===== src/include/synth_macros.svh =====
`ifndef SYNTH_MACROS_SVH
`define SYNTH_MACROS_SVH

// voice pool of the synth engine
`define SYNTH_VOICES 8
`define SYNTH_V_WIDTH 3

// reg_clk cycles per MIDI bit, short value for simulation
// hardware build needs clock / 31250 here
`define MIDI_CLKS_PER_BIT 16

// channel mode message, all notes off
`define MIDI_CTRL_ALL_OFF 7'd123

`endif


===== src/design/synth_pkg.sv =====
`default_nettype none

package synth_pkg;

    // kind of a completed MIDI channel message
    typedef enum logic [2:0] {
        kind_none,                          // no valid running status
        kind_note_on,
        kind_note_off,                      // also note on with velocity 0
        kind_ctrl,                          // control change
        kind_prg,                           // program change, one data byte
        kind_pitch,                         // pitch bend, lsb then msb
        kind_other                          // aftertouch, consumed only
    } msg_kind_e;

    // serial receiver states
    typedef enum logic [1:0] {
        rx_idle,                            // line high, wait for start edge
        rx_start,                           // run to middle of start bit
        rx_data,                            // eight data bits, lsb first
        rx_stop                             // check stop bit
    } rx_state_e;

endpackage

`default_nettype wire


===== src/design/cpu_port.sv =====
`timescale 1ns/1ps
`default_nettype none

module cpu_port (
    input  wire         reg_clk,
    input  wire         reset_reg_N,
    input  wire  [2:0]  socmidi_addr,
    input  wire  [7:0]  socmidi_data_in,
    input  wire         socmidi_write,
    output logic        cpu_strobe,         // byte injected into MIDI stream
    output logic [7:0]  cpu_byte,
    output logic        omni                // accept all channels
);

    logic wr_byte;                          // write to address 0
    logic wr_mode;                          // write to address 1

    assign wr_byte = socmidi_write && (socmidi_addr == 3'd0);
    assign wr_mode = socmidi_write && (socmidi_addr == 3'd1);

    always_ff @(posedge reg_clk) begin
        if (!reset_reg_N) begin
            cpu_strobe <= 1'b0;
            omni       <= 1'b0;
        end else begin
            cpu_strobe <= wr_byte;          // strobe one cycle after write
            if (wr_mode)
                omni <= socmidi_data_in[0];
        end
    end

    always_ff @(posedge reg_clk) begin
        if (wr_byte)
            cpu_byte <= socmidi_data_in;
    end

endmodule

`default_nettype wire


===== src/design/ctrl_regs.sv =====
`timescale 1ns/1ps
`default_nettype none

module ctrl_regs import synth_pkg::*; (
    input  wire         reg_clk,
    input  wire         reset_reg_N,
    input  wire         ev_strobe,
    input  msg_kind_e   ev_kind,
    input  wire  [6:0]  ev_d1,
    input  wire  [6:0]  ev_d2,
    output logic        ctrl_cmd,           // control change pulse
    output logic        prg_ch_cmd,         // program change pulse
    output logic        pitch_cmd,          // pitch bend pulse
    output logic [7:0]  octrl,              // ctrl number or bend lsb
    output logic [7:0]  octrl_data,         // ctrl value or bend msb
    output logic [7:0]  prg_ch_data
);

    logic is_ctrl;
    logic is_prg;
    logic is_pitch;

    assign is_ctrl  = ev_strobe && (ev_kind == kind_ctrl);
    assign is_prg   = ev_strobe && (ev_kind == kind_prg);
    assign is_pitch = ev_strobe && (ev_kind == kind_pitch);

    always_ff @(posedge reg_clk) begin
        if (!reset_reg_N) begin
            ctrl_cmd   <= 1'b0;
            prg_ch_cmd <= 1'b0;
            pitch_cmd  <= 1'b0;
        end else begin
            ctrl_cmd   <= is_ctrl;
            prg_ch_cmd <= is_prg;
            pitch_cmd  <= is_pitch;
        end
    end

    always_ff @(posedge reg_clk) begin
        if (is_ctrl || is_pitch) begin      // shared data pair
            octrl      <= {1'b0, ev_d1};
            octrl_data <= {1'b0, ev_d2};
        end
        if (is_prg)
            prg_ch_data <= {1'b0, ev_d1};
    end

endmodule

`default_nettype wire


===== src/design/midi_parser.sv =====
`timescale 1ns/1ps
`default_nettype none

module midi_parser import synth_pkg::*; (
    input  wire         reg_clk,
    input  wire         reset_reg_N,
    input  wire         uart_usb_sel,       // 1 serial in, 0 cpu port
    input  wire         rx_strobe,
    input  wire  [7:0]  rx_byte,
    input  wire         cpu_strobe,
    input  wire  [7:0]  cpu_byte,
    input  wire  [3:0]  midi_ch,
    input  wire         omni,
    output logic        ev_strobe,          // one cycle per accepted message
    output msg_kind_e   ev_kind,
    output logic [6:0]  ev_d1,
    output logic [6:0]  ev_d2
);

    logic       byte_v;                     // selected byte strobe
    logic [7:0] byte_d;
    logic [7:0] run_status;                 // bit 7 low means none
    logic       got_first;                  // first of two data bytes seen
    logic [6:0] first_d;
    logic       two_bytes;                  // message has two data bytes
    logic       ch_match;
    logic       done;                       // this byte completes a message
    msg_kind_e  cur_kind;

    assign byte_v = uart_usb_sel ? rx_strobe : cpu_strobe;
    assign byte_d = uart_usb_sel ? rx_byte : cpu_byte;

    // program change and channel pressure carry one data byte
    assign two_bytes = (run_status[6:4] != 3'h4) && (run_status[6:4] != 3'h5);
    assign ch_match  = omni || (run_status[3:0] == midi_ch);
    assign done = byte_v && !byte_d[7] && run_status[7] && (got_first || !two_bytes);

    always_comb begin
        case (run_status[7:4])
            4'h8: cur_kind = kind_note_off;
            4'h9: cur_kind = (byte_d[6:0] == 7'd0) ? kind_note_off : kind_note_on;
            4'hb: cur_kind = kind_ctrl;
            4'hc: cur_kind = kind_prg;
            4'he: cur_kind = kind_pitch;
            4'ha, 4'hd: cur_kind = kind_other; // aftertouch
            default: cur_kind = kind_none;
        endcase
    end

    always_ff @(posedge reg_clk) begin
        if (!reset_reg_N) begin
            run_status <= 8'h00;
            got_first  <= 1'b0;
            ev_strobe  <= 1'b0;
            ev_kind    <= kind_none;
        end else begin
            ev_strobe <= 1'b0;
            if (byte_v) begin
                if (byte_d[7]) begin
                    if (byte_d[7:4] != 4'hf) begin // channel status
                        run_status <= byte_d;
                        got_first  <= 1'b0;
                    end else if (!byte_d[3]) begin // sysex and common
                        run_status <= 8'h00;
                        got_first  <= 1'b0;
                    end                     // realtime leaves state alone
                end else if (run_status[7]) begin
                    got_first <= !done;     // rearm for running status
                end
            end
            if (done) begin
                ev_strobe <= ch_match;
                ev_kind   <= cur_kind;
            end
        end
    end

    // data payload
    always_ff @(posedge reg_clk) begin
        if (byte_v && !byte_d[7] && !got_first)
            first_d <= byte_d[6:0];
        if (done) begin
            ev_d1 <= two_bytes ? first_d : byte_d[6:0];
            ev_d2 <= two_bytes ? byte_d[6:0] : 7'd0;
        end
    end

endmodule

`default_nettype wire


===== src/design/midi_uart_rx.sv =====
`timescale 1ns/1ps
`default_nettype none

`include "synth_macros.svh"

module midi_uart_rx import synth_pkg::*; (
    input  wire         reg_clk,
    input  wire         reset_reg_N,
    input  wire         midi_rxd,           // serial MIDI in, idle high
    output logic        rx_strobe,          // one cycle, byte valid
    output logic [7:0]  rx_byte
);

    localparam int unsigned CPB = `MIDI_CLKS_PER_BIT;
    localparam int unsigned CNT_W = $clog2(CPB);
    localparam logic [CNT_W-1:0] HALF = CNT_W'(CPB / 2 - 1); // mid start bit
    localparam logic [CNT_W-1:0] LAST = CNT_W'(CPB - 1);     // one full bit

    logic [1:0]       rxd_sync;             // two flop synchronizer
    logic             rxd;
    rx_state_e        state;
    logic [CNT_W-1:0] cnt;                  // clocks inside current bit
    logic [2:0]       bit_cnt;              // data bit index
    logic [7:0]       shreg;

    assign rxd = rxd_sync[1];
    assign rx_byte = shreg;                 // stable until next data bit

    always_ff @(posedge reg_clk) begin
        if (!reset_reg_N) begin
            rxd_sync  <= 2'b11;             // line idles high
            state     <= rx_idle;
            cnt       <= '0;
            bit_cnt   <= '0;
            rx_strobe <= 1'b0;
        end else begin
            rxd_sync  <= {rxd_sync[0], midi_rxd};
            rx_strobe <= 1'b0;
            cnt       <= cnt + 1'b1;
            case (state)
                rx_idle: begin
                    cnt <= '0;
                    if (!rxd)               // falling start edge
                        state <= rx_start;
                end
                rx_start: begin
                    if (cnt == HALF) begin
                        cnt     <= '0;
                        bit_cnt <= '0;
                        state   <= rxd ? rx_idle : rx_data; // glitch, back to idle
                    end
                end
                rx_data: begin
                    if (cnt == LAST) begin  // middle of data bit
                        cnt     <= '0;
                        bit_cnt <= bit_cnt + 1'b1;
                        if (bit_cnt == 3'd7)
                            state <= rx_stop;
                    end
                end
                rx_stop: begin
                    if (cnt == LAST) begin  // middle of stop bit
                        cnt       <= '0;
                        rx_strobe <= rxd;   // framing error drops the byte
                        state     <= rx_idle;
                    end
                end
                default: state <= rx_idle;
            endcase
        end
    end

    // lsb first into the top of the shifter
    always_ff @(posedge reg_clk) begin
        if (state == rx_data && cnt == LAST)
            shreg <= {rxd, shreg[7:1]};
    end

endmodule

`default_nettype wire


===== src/design/note_stack.sv =====
`timescale 1ns/1ps
`default_nettype none

`include "synth_macros.svh"

module note_stack import synth_pkg::*; (
    input  wire                         reg_clk,
    input  wire                         reset_reg_N,
    input  wire  [`SYNTH_VOICES-1:0]    voice_free,   // engine has released voice
    input  wire                         ev_strobe,
    input  msg_kind_e                   ev_kind,
    input  wire  [6:0]                  ev_d1,
    input  wire  [6:0]                  ev_d2,
    output logic [`SYNTH_VOICES-1:0]    keys_on,
    output logic                        note_on,      // one cycle per triggered voice
    output logic [`SYNTH_V_WIDTH-1:0]   cur_key_adr,
    output logic [7:0]                  cur_key_val,
    output logic [7:0]                  cur_vel_on,
    output logic [7:0]                  cur_vel_off,
    output logic [`SYNTH_V_WIDTH:0]     active_keys
);

    logic [6:0]                key_reg [`SYNTH_VOICES];  // key held by each voice
    logic                      hit;                      // key already on a voice
    logic [`SYNTH_V_WIDTH-1:0] hit_idx;
    logic                      free;                     // a voice can be taken
    logic [`SYNTH_V_WIDTH-1:0] free_idx;
    logic                      ev_on;
    logic                      ev_off;
    logic                      ev_all_off;

    assign ev_on      = ev_strobe && (ev_kind == kind_note_on);
    assign ev_off     = ev_strobe && (ev_kind == kind_note_off);
    assign ev_all_off = ev_strobe && (ev_kind == kind_ctrl) && (ev_d1 == `MIDI_CTRL_ALL_OFF);

    // search from the top so the lowest match wins
    always_comb begin
        hit      = 1'b0;
        hit_idx  = '0;
        free     = 1'b0;
        free_idx = '0;
        for (int i = `SYNTH_VOICES - 1; i >= 0; i--) begin
            if (keys_on[i] && key_reg[i] == ev_d1) begin
                hit     = 1'b1;
                hit_idx = `SYNTH_V_WIDTH'(i);
            end
            if (!keys_on[i] && voice_free[i]) begin
                free     = 1'b1;
                free_idx = `SYNTH_V_WIDTH'(i);
            end
        end
    end

    always_comb begin
        active_keys = '0;
        for (int i = 0; i < `SYNTH_VOICES; i++)
            active_keys = active_keys + keys_on[i];
    end

    always_ff @(posedge reg_clk) begin
        if (!reset_reg_N) begin
            keys_on <= '0;
            note_on <= 1'b0;
        end else begin
            note_on <= 1'b0;
            if (ev_on && hit) begin
                note_on <= 1'b1;            // retrigger same voice
            end else if (ev_on && free) begin
                keys_on[free_idx] <= 1'b1;
                note_on           <= 1'b1;
            end else if (ev_off && hit) begin
                keys_on[hit_idx] <= 1'b0;
            end else if (ev_all_off) begin
                keys_on <= '0;
            end
        end
    end

    // voice keys and note data
    always_ff @(posedge reg_clk) begin
        if (ev_on && (hit || free)) begin
            cur_key_adr <= hit ? hit_idx : free_idx;
            cur_key_val <= {1'b0, ev_d1};
            cur_vel_on  <= {1'b0, ev_d2};
        end
        if (ev_on && !hit && free)
            key_reg[free_idx] <= ev_d1;
        if (ev_off && hit)
            cur_vel_off <= {1'b0, ev_d2}; // release velocity
    end

endmodule

`default_nettype wire


===== src/design/synth_controller.sv =====
`timescale 1ns/1ps
`default_nettype none

`include "synth_macros.svh"

module synth_controller import synth_pkg::*; (
    input  wire                         reset_reg_N,
    input  wire                         reg_clk,
    input  wire  [2:0]                  socmidi_addr,     // cpu register port
    input  wire  [7:0]                  socmidi_data_in,
    input  wire                         socmidi_write,
    input  wire                         midi_rxd,         // serial MIDI in
    input  wire                         uart_usb_sel,     // 1 uart, 0 cpu bytes
    input  wire  [`SYNTH_VOICES-1:0]    voice_free,       // from synth engine
    input  wire  [3:0]                  midi_ch,
    output logic [`SYNTH_VOICES-1:0]    keys_on,          // to synth engine
    output logic                        note_on,
    output logic [`SYNTH_V_WIDTH-1:0]   cur_key_adr,
    output logic [7:0]                  cur_key_val,
    output logic [7:0]                  cur_vel_on,
    output logic [7:0]                  cur_vel_off,
    output logic [`SYNTH_V_WIDTH:0]     active_keys,
    output logic                        ctrl_cmd,
    output logic                        prg_ch_cmd,
    output logic                        pitch_cmd,
    output logic [7:0]                  octrl,
    output logic [7:0]                  octrl_data,
    output logic [7:0]                  prg_ch_data
);

    logic       rx_strobe;                  // uart byte
    logic [7:0] rx_byte;
    logic       cpu_strobe;                 // cpu byte
    logic [7:0] cpu_byte;
    logic       omni;
    logic       ev_strobe;                  // parsed event bus
    msg_kind_e  ev_kind;
    logic [6:0] ev_d1;
    logic [6:0] ev_d2;

    midi_uart_rx i_uart_rx (
        .reg_clk     (reg_clk),
        .reset_reg_N (reset_reg_N),
        .midi_rxd    (midi_rxd),
        .rx_strobe   (rx_strobe),
        .rx_byte     (rx_byte)
    );

    cpu_port i_cpu_port (
        .reg_clk         (reg_clk),
        .reset_reg_N     (reset_reg_N),
        .socmidi_addr    (socmidi_addr),
        .socmidi_data_in (socmidi_data_in),
        .socmidi_write   (socmidi_write),
        .cpu_strobe      (cpu_strobe),
        .cpu_byte        (cpu_byte),
        .omni            (omni)
    );

    midi_parser i_parser (
        .reg_clk      (reg_clk),
        .reset_reg_N  (reset_reg_N),
        .uart_usb_sel (uart_usb_sel),
        .rx_strobe    (rx_strobe),
        .rx_byte      (rx_byte),
        .cpu_strobe   (cpu_strobe),
        .cpu_byte     (cpu_byte),
        .midi_ch      (midi_ch),
        .omni         (omni),
        .ev_strobe    (ev_strobe),
        .ev_kind      (ev_kind),
        .ev_d1        (ev_d1),
        .ev_d2        (ev_d2)
    );

    note_stack i_note_stack (
        .reg_clk     (reg_clk),
        .reset_reg_N (reset_reg_N),
        .voice_free  (voice_free),
        .ev_strobe   (ev_strobe),
        .ev_kind     (ev_kind),
        .ev_d1       (ev_d1),
        .ev_d2       (ev_d2),
        .keys_on     (keys_on),
        .note_on     (note_on),
        .cur_key_adr (cur_key_adr),
        .cur_key_val (cur_key_val),
        .cur_vel_on  (cur_vel_on),
        .cur_vel_off (cur_vel_off),
        .active_keys (active_keys)
    );

    ctrl_regs i_ctrl_regs (
        .reg_clk     (reg_clk),
        .reset_reg_N (reset_reg_N),
        .ev_strobe   (ev_strobe),
        .ev_kind     (ev_kind),
        .ev_d1       (ev_d1),
        .ev_d2       (ev_d2),
        .ctrl_cmd    (ctrl_cmd),
        .prg_ch_cmd  (prg_ch_cmd),
        .pitch_cmd   (pitch_cmd),
        .octrl       (octrl),
        .octrl_data  (octrl_data),
        .prg_ch_data (prg_ch_data)
    );

endmodule

`default_nettype wire


===== config.mk =====
export PLATFORM = sky130hd
export DESIGN_NAME = synth_controller
export DESIGN_NICKNAME = d
export VERILOG_FILES = /design/src/design/synth_pkg.sv /design/src/design/cpu_port.sv /design/src/design/ctrl_regs.sv /design/src/design/midi_parser.sv /design/src/design/midi_uart_rx.sv /design/src/design/note_stack.sv /design/src/design/synth_controller.sv
export VERILOG_INCLUDE_DIRS = /design/src /design/src/include
export SDC_FILE = /design/constraint.sdc
export NUM_CORES = 1
export LEC_CHECK = 0
export ABC_AREA = 1
export BUFFER_PORTS_ARGS = -buffer_cell sky130_fd_sc_hd__buf_2
export CORE_MARGIN = 2
export CORE_UTILIZATION = 63
export DETAILED_ROUTE_END_ITERATION = 10
export PLACE_DENSITY = 0.81
export SLEW_MARGIN = 20
export SYNTH_ARGS = -nofsm -noshare
export SYNTH_HDL_FRONTEND = slang
export SYNTH_SLANG_ARGS = --single-unit

===== constraint.sdc =====
create_clock -name reg_clk -period 5.45 [get_ports reg_clk]
set_input_delay 1.09 -clock reg_clk [delete_from_list [all_inputs] [get_ports reg_clk]]
set_output_delay 1.09 -clock reg_clk [all_outputs]
set_load 0.01 [all_outputs]

Word level (Yosys, flattened, before mapping)
Memories as Yosys holds them, arrays and structs flattened.
Index checks and enable logic that the tools add are counted.
{ "word_totals": {"register_bits": 121, "latch_bits": 0, "ram_bits": 56, "rom_bits": 0, "in_bits": 28, "output_inout_bits": 67, "wordCells": 223, "mem_count": 1} }
{ "classes": {"n_addsub": 9, "multipliers": 0, "div": 0, "magnitude_cmp": 4, "eq_ne": 39, "shifts": 0, "mux": 68, "bitwise": 4, "n_reduce_logical": 70} }
{ "mem_list": {"columns": ["memory", "words", "width", "rd", "rd_ports_with_merged_regs", "wr", "line_no", "text"], "rows": [
  ["i_note_stack.key_reg", 8, 7, 8, 0, 1, "note_stack.sv:23", "logic [6:0] key_reg [`SYNTH_VOICES];"]
]} }
{ "ops": {"columns": ["op", "n"], "rows": [
  ["$mux W3", 19],
  ["$eq A7 B7 Y1", 8],
  ["$mux W8", 6],
  ["$logic_and A1 B1 Y1", 38],
  ["$eq A4 B4 Y1 const B", 8],
  ["$mux W1", 27],
  ["$add A4 B1 Y4", 6],
  ["$pmux W3 S6", 1],
  ["$mux W2", 7],
  ["$logic_not A1 Y1", 13],
  ["$pmux W4 S3", 1],
  ["$reduce_and A3 Y1", 4],
  ["$eq A3 B3 Y1 const B", 3],
  ["$ne A3 B3 Y1 const B", 3],
  ["$and A8 B8 Y8", 1],
  ["$lt A3 B4 Y1 const B", 2],
  ["$mux W4", 2],
  ["$ne A2 B1 Y1 const B", 4],
  ["$not A8 Y8", 1],
  ["$or A8 B8 Y8", 1],
  ["$pmux W2 S4", 1],
  ["$eq A7 B7 Y1 const B", 1],
  ["$logic_not A7 Y1", 1],
  ["$mux W7", 1],
  ["other kinds (23)", 35]
]} }

Logic depth before layout (Yosys ltp)
An unclocked memory read counts as a cell.
{ "logic_depth": {"depth_word": 19, "mapped_depth": 20, "ltp_nobuf": 19} }

Cells and area by module
Synthesis repeated with hierarchy kept, for this count alone.
{ "unflattened": {"cells_unflattened": 896, "area_unflattened_um2": 8344.3} }
{ "by_module_without_submodules": {"columns": ["mod", "n_inst", "cells_per_inst", "area_each_um2", "seq_area_each_um2"], "rows": [
  ["note_stack", 1, 554, 4748.3, 2582.5],
  ["midi_parser", 1, 188, 1645.3, 890.9],
  ["ctrl_regs", 1, 50, 819.5, 690.7],
  ["midi_uart_rx", 1, 81, 790.8, 480.5],
  ["cpu_port", 1, 23, 340.3, 280.3]
]} }

Worst setup path after synthesis
Ideal clock, no wire load.
{ "synth_path": {"path_type": "register -> output", "start": "register i_note_stack.keys_on[1]", "end": "output port active_keys[1]", "arrival_ns": 2.589, "required_ns": 4.360, "setup_slack_ns": 1.771, "path_stages_with_launch": 10, "cell_sequence": "dfxtp_1 -> ha_1 -> inv_1 -> fa_1 -> fa_1 -> inv_1 -> fa_1 -> inv_1 -> fa_1 -> inv_1"} }
{ "synth_via": {"elab_chain_cells": 7} }
{ "synth_lines": {"columns": ["element", "line_no", "text"], "rows": [
  ["start: declaration", "note_stack.sv:14", "output logic [`SYNTH_VOICES-1:0] keys_on,"],
  ["start signal: assignment", "note_stack.sv:62", "keys_on <= '0;"],
  ["start signal: indexed assignment", "note_stack.sv:69", "keys_on[free_idx] <= 1'b1;"],
  ["start signal: indexed assignment", "note_stack.sv:72", "keys_on[hit_idx] <= 1'b0;"],
  ["$add A1 B1 Y2", "note_stack.sv:57", "active_keys = active_keys + keys_on[i];"],
  ["$add A4 B1 Y4 (6 in series)", "note_stack.sv:57", null],
  ["end: declaration", "synth_controller.sv:22", "output logic [`SYNTH_V_WIDTH:0] active_keys,"]
]} }
No other way between the ends.

Worst setup path in the final report
Ends and elaborated chain as after synthesis.

==> implementation parameters <==
Parameter                              Value

Power
  Worst ir drop on vdd ... 259 uV
  Clk network pwr share ... 0.449
  Switching component of the power ... 565 uW
  Leakage component of the power ... 3.85 nW
  Pint ... 2.19 mW
  Total power divided by cell area ... 300 mW/mm2
  Combinational power share ... 0.026
  Portion of total power attributed to sequential cells ... 0.525
  Switching part of the total power ... 0.205

Placed design
  Post-DP HPWL ... 11700 um
  Routability cong. ... 0.868
  Number of input and output port buffers inserted ... 88
  Area after detailed placement ... 0.00859 mm2

Synth
  Number of warning messages in the yosys log ... 0
  Register area share after synthesis ... 0.613
  Number of cells produced by synthesis ... 814
  XOR/XNOR share of the synthesized area ... 0.0163
  Dominant combinational cell family by area after synthesis ... simple AND/OR/NAND/NOR gates
  Count of different cell masters after synthesis ... 50
  Post-synth design cell area ... 0.00804 mm2
  Simple-gate portion of the synthesized area ... 0.213
  Adder-cell share of the synthesized area ... 0.0271
  Mean post-synth cell area ... 9.87 um2
  Number of synthesized register bits ... 177
  Multiplexer share of the synthesized area ... 0.00125
  Synthesized-area fraction occupied by ao, oa, aoi and oai cells ... 0.0588

CTS
  CTS clock-pin slew for the worst setup and hold paths ... 0.07 ns
  # clock sinks ... 177
  Clk Latency, worst-skew pair ... 0.43 ns
  Total CTS buffers ... 17
  Hold buffer count at CTS ... 0
  Setup Buffers After CTS ... 0
  Clock tree from TritonCTS ... yes
  Count of instances resized after the clock tree is built ... 0
  Maximum buffer depth of the clock tree ... 2
  Number of H-tree levels ... 4
  Clock tree root driver cell ... clkbuf_16

Timing
  Fin crit period ... 4.25 ns
  Part of the cycle the worst path needs ... 0.779
  Final number of max-transition violations ... 0
  Slew at the pin closest to its max-slew limit ... 1.05 ns
  Highest clock frequency the design can meet ... 236 MHz
  Relative slew margins ... 0.296
  Setup clock skew after layout ... 0.00690 ns
  Number of setup violations in the final report ... 0
  Final hold violation count ... 0
  RSZ-0062 raised after global routing ... no
  Total negative setup slack ... 0 ns

Worst setup path
  Launching element type of the critical path ... register
  CP startpoint ... i_note_stack.keys_on[1]$_SDFFE_PN0P_
  Critical-path cell list ... ha_1 -> inv_1 -> fa_1 -> fa_1 -> inv_1 -> fa_1 -> inv_1 -> fa_1 -> inv_1 -> buf_2
  Source of the worst register-to-register timing path ... i_parser.ev_d1[5]$_DFFE_PP_
  Worst path arrival time ... 3.16 ns
  Largest stage delay on the critical path ... 0.49 ns
  Largest fanout on the critical path ... 5
  Buffering stage count on the worst path with inverters included ... 5
  Standard cell with the maximum stage delay on the critical path ... fa_1
  Setup Crit Path Kind ... reg2out
  Family with the most delay on the worst path ... adder cells
  Required time of the critical path ... 4.36 ns
  Endpoint kind of the worst setup timing path ... output port

Run status
  Outcome ... completed

Drt
  Top layer used by detailed routing ... met4
  Sum of met2 wire segment lengths after detailed routing ... 8840 um
  Via density per instance ... 5.36
  Number of DRC violations after detailed routing ... 0
  First drt pass iteration count ... 4
  Via count ... 5863
  Met3 wirelength from detailed routing ... 1150 um
  Number of violations reported at the end of detailed-routing iteration 0 ... 426
  Detailed-route wire length on metal 1 ... 6610 um
  Wire length reported by the detailed router ... 17300 um
  ANT nets after route ... 0
  WL/cell ... 15.8 um

Run
  # Max-Cap Violations ... 0

Layout
  Highest-count cells in the layout ignoring fill and taps ... nand2_1 (225), edfxtp_1 (138), inv_1 (102), buf_2 (88), nor2_1 (85)
  Fraction of layout instances using a drive strength above 1 ... 0.179
  Relative area change from synthesis to final layout ... 14.5%
  Flip-flop count of the largest register, all copies and words added ... 56
  Final Instance Area ... 0.00920 mm2
  Net count of the finished layout ... 951
  Commonest non-fill, non-tap cell in the layout ... nand2_1
  Count of antenna diodes in the layout ... 0

Global routing
  Pin count of the biggest net entering global routing ... 22
  Total routing resource utilization after global routing ... 0.266
  Number of antenna violations at the first check in global routing ... 0
  Number of global-route vias before repair ... 5564
  Wire length of the first global-routing pass ... 26900 um
  Aggregate global routing overflow ... 0

Hold path
  Startpoint of the lowest-slack hold path ... i_uart_rx.rxd_sync[0]$_SDFF_PN1_
  Tightest Hold Check Type ... reg2reg

Floorplan
  Die extent in x ... 117 um
  Die ar. ... 0.0137 mm2
  Initial cell density of the core ... 0.642
  Core Rows ... 41
  Vertical extent of the die ... 117 um
  Core Footprint ... 0.0125 mm2
  Number of top-level pins ... 95
==> worst reg2reg max path: stages (launching register included) <==
cell      delay [ns]
edfxtp_1        0.91
inv_2           0.29
nor2_1          0.17
nor2_1          0.06
nand2_1         0.09
nor2_2          0.05
inv_1           0.08
nand2_2         0.06
nor2_2          0.18
nand3_1         0.34
nor3_1          0.91
==> layer usage <==
layer | vias up | GRT usage
met5 | - | 0
met3 | 53 | 0.0556
met1 | 2755 | 0.316
met2 | 214 | 0.459
li1 | 2841 | -
met4 | 0 | 0.140
==> power by group through the flow <==
| stage | sequential (mW) | combinational, mW | clock (mW) |
|---|---|---|---|
| final | 1.45 | 0.0720 | 1.24 |
| after detailed placement | 1.48 | 0.0708 | 0 |
| after floorplan | 1.48 | 0.0507 | 0 |
| after CTS | 1.45 | 0.0714 | 1.24 |
| after global routing | 1.45 | 0.0815 | 1.30 |
| after global placement | 1.48 | 0.0692 | 0 |
==> metrics by stage <==
step           setup slack (ns)   util  power [mW]  hold WS, ns  instances
6_report                   1.20  0.735        2.76        0.416       1093
5_1_grt                    1.08  0.735        2.83        0.440       1093
4_1_cts                    1.21  0.735        2.76        0.421       1093
3_5_place_dp               1.66  0.686        1.55        0.403       1061
3_3_place_gp               1.72  0.686        1.55        0.394       1061
2_1_floorplan              1.77      -        1.53        0.393        819
==> area by class of cell <==
| cell class | instances | area (um2) |
|---|---|---|
| repair buffers | 91 | 463 |
| clock buffers | 17 | 425 |
| multi-input cells | 510 | 2580 |
| well taps | 172 | 215 |
| inverters | 111 | 418 |
| clock inverters | 15 | 181 |
| fillers | 917 | 3310 |
| flip-flops and latches | 177 | 4920 |
==> Yosys cell counts (all sizes together) <==
| cell type | instances | area (um2) |
|---|---|---|
| nand3b | 3 | 22.5 |
| and2 | 1 | 7.51 |
| a41oi | 2 | 36.3 |
| clkinv | 1 | 5.00 |
| o211ai | 1 | 7.51 |
| nor4 | 3 | 18.8 |
| conb | 1 | 3.75 |
| o2111a | 1 | 11.3 |
| clkbuf | 5 | 18.8 |
| xnor2 | 6 | 52.6 |
| mux2i | 1 | 10.0 |
| o21a | 2 | 15.0 |
| nor3 | 17 | 96.4 |
| nor2 | 92 | 368 |
| a31oi | 1 | 6.26 |
| inv | 110 | 413 |
| buf | 16 | 129 |
| nand4 | 9 | 62.6 |
| nor2b | 1 | 6.26 |
| fa | 4 | 80.1 |
| o21ai | 40 | 200 |
| nand3 | 29 | 163 |
| a21oi | 19 | 114 |
| ha | 11 | 138 |
| edfxtp | 138 | 4140 |
| a211oi | 4 | 30.0 |
| o32ai | 2 | 17.5 |
| a32oi | 1 | 8.76 |
| and3 | 1 | 6.26 |
| or2 | 10 | 62.6 |
| a21boi | 2 | 26.3 |
| nand2 | 232 | 898 |
| xor2 | 9 | 78.8 |
| dfxtp | 39 | 781 |
==> path summary, 6_finish.rpt <==
path                            slack [ns]  cells after the start                              endpoint
worst max-delay path                  1.20                     10                        active_keys[1]
worst min register to register        0.42                      1      i_uart_rx.rxd_sync[1]$_SDFF_PN1_
worst max register to register        1.93                     10  i_note_stack.key_reg[4][3]$_DFFE_PP_
worst min-delay path                  0.42                      1      i_uart_rx.rxd_sync[1]$_SDFF_PN1_
==> logic make-up after synthesis <==
family	after synthesis
other cells	1
xor+xnor	15
fa+ha+maj	15
flops	177
simple gates	398
buf+inv	132
compound gates	75
mux	1
Note: power is estimated with default switching activity, not from simulation.
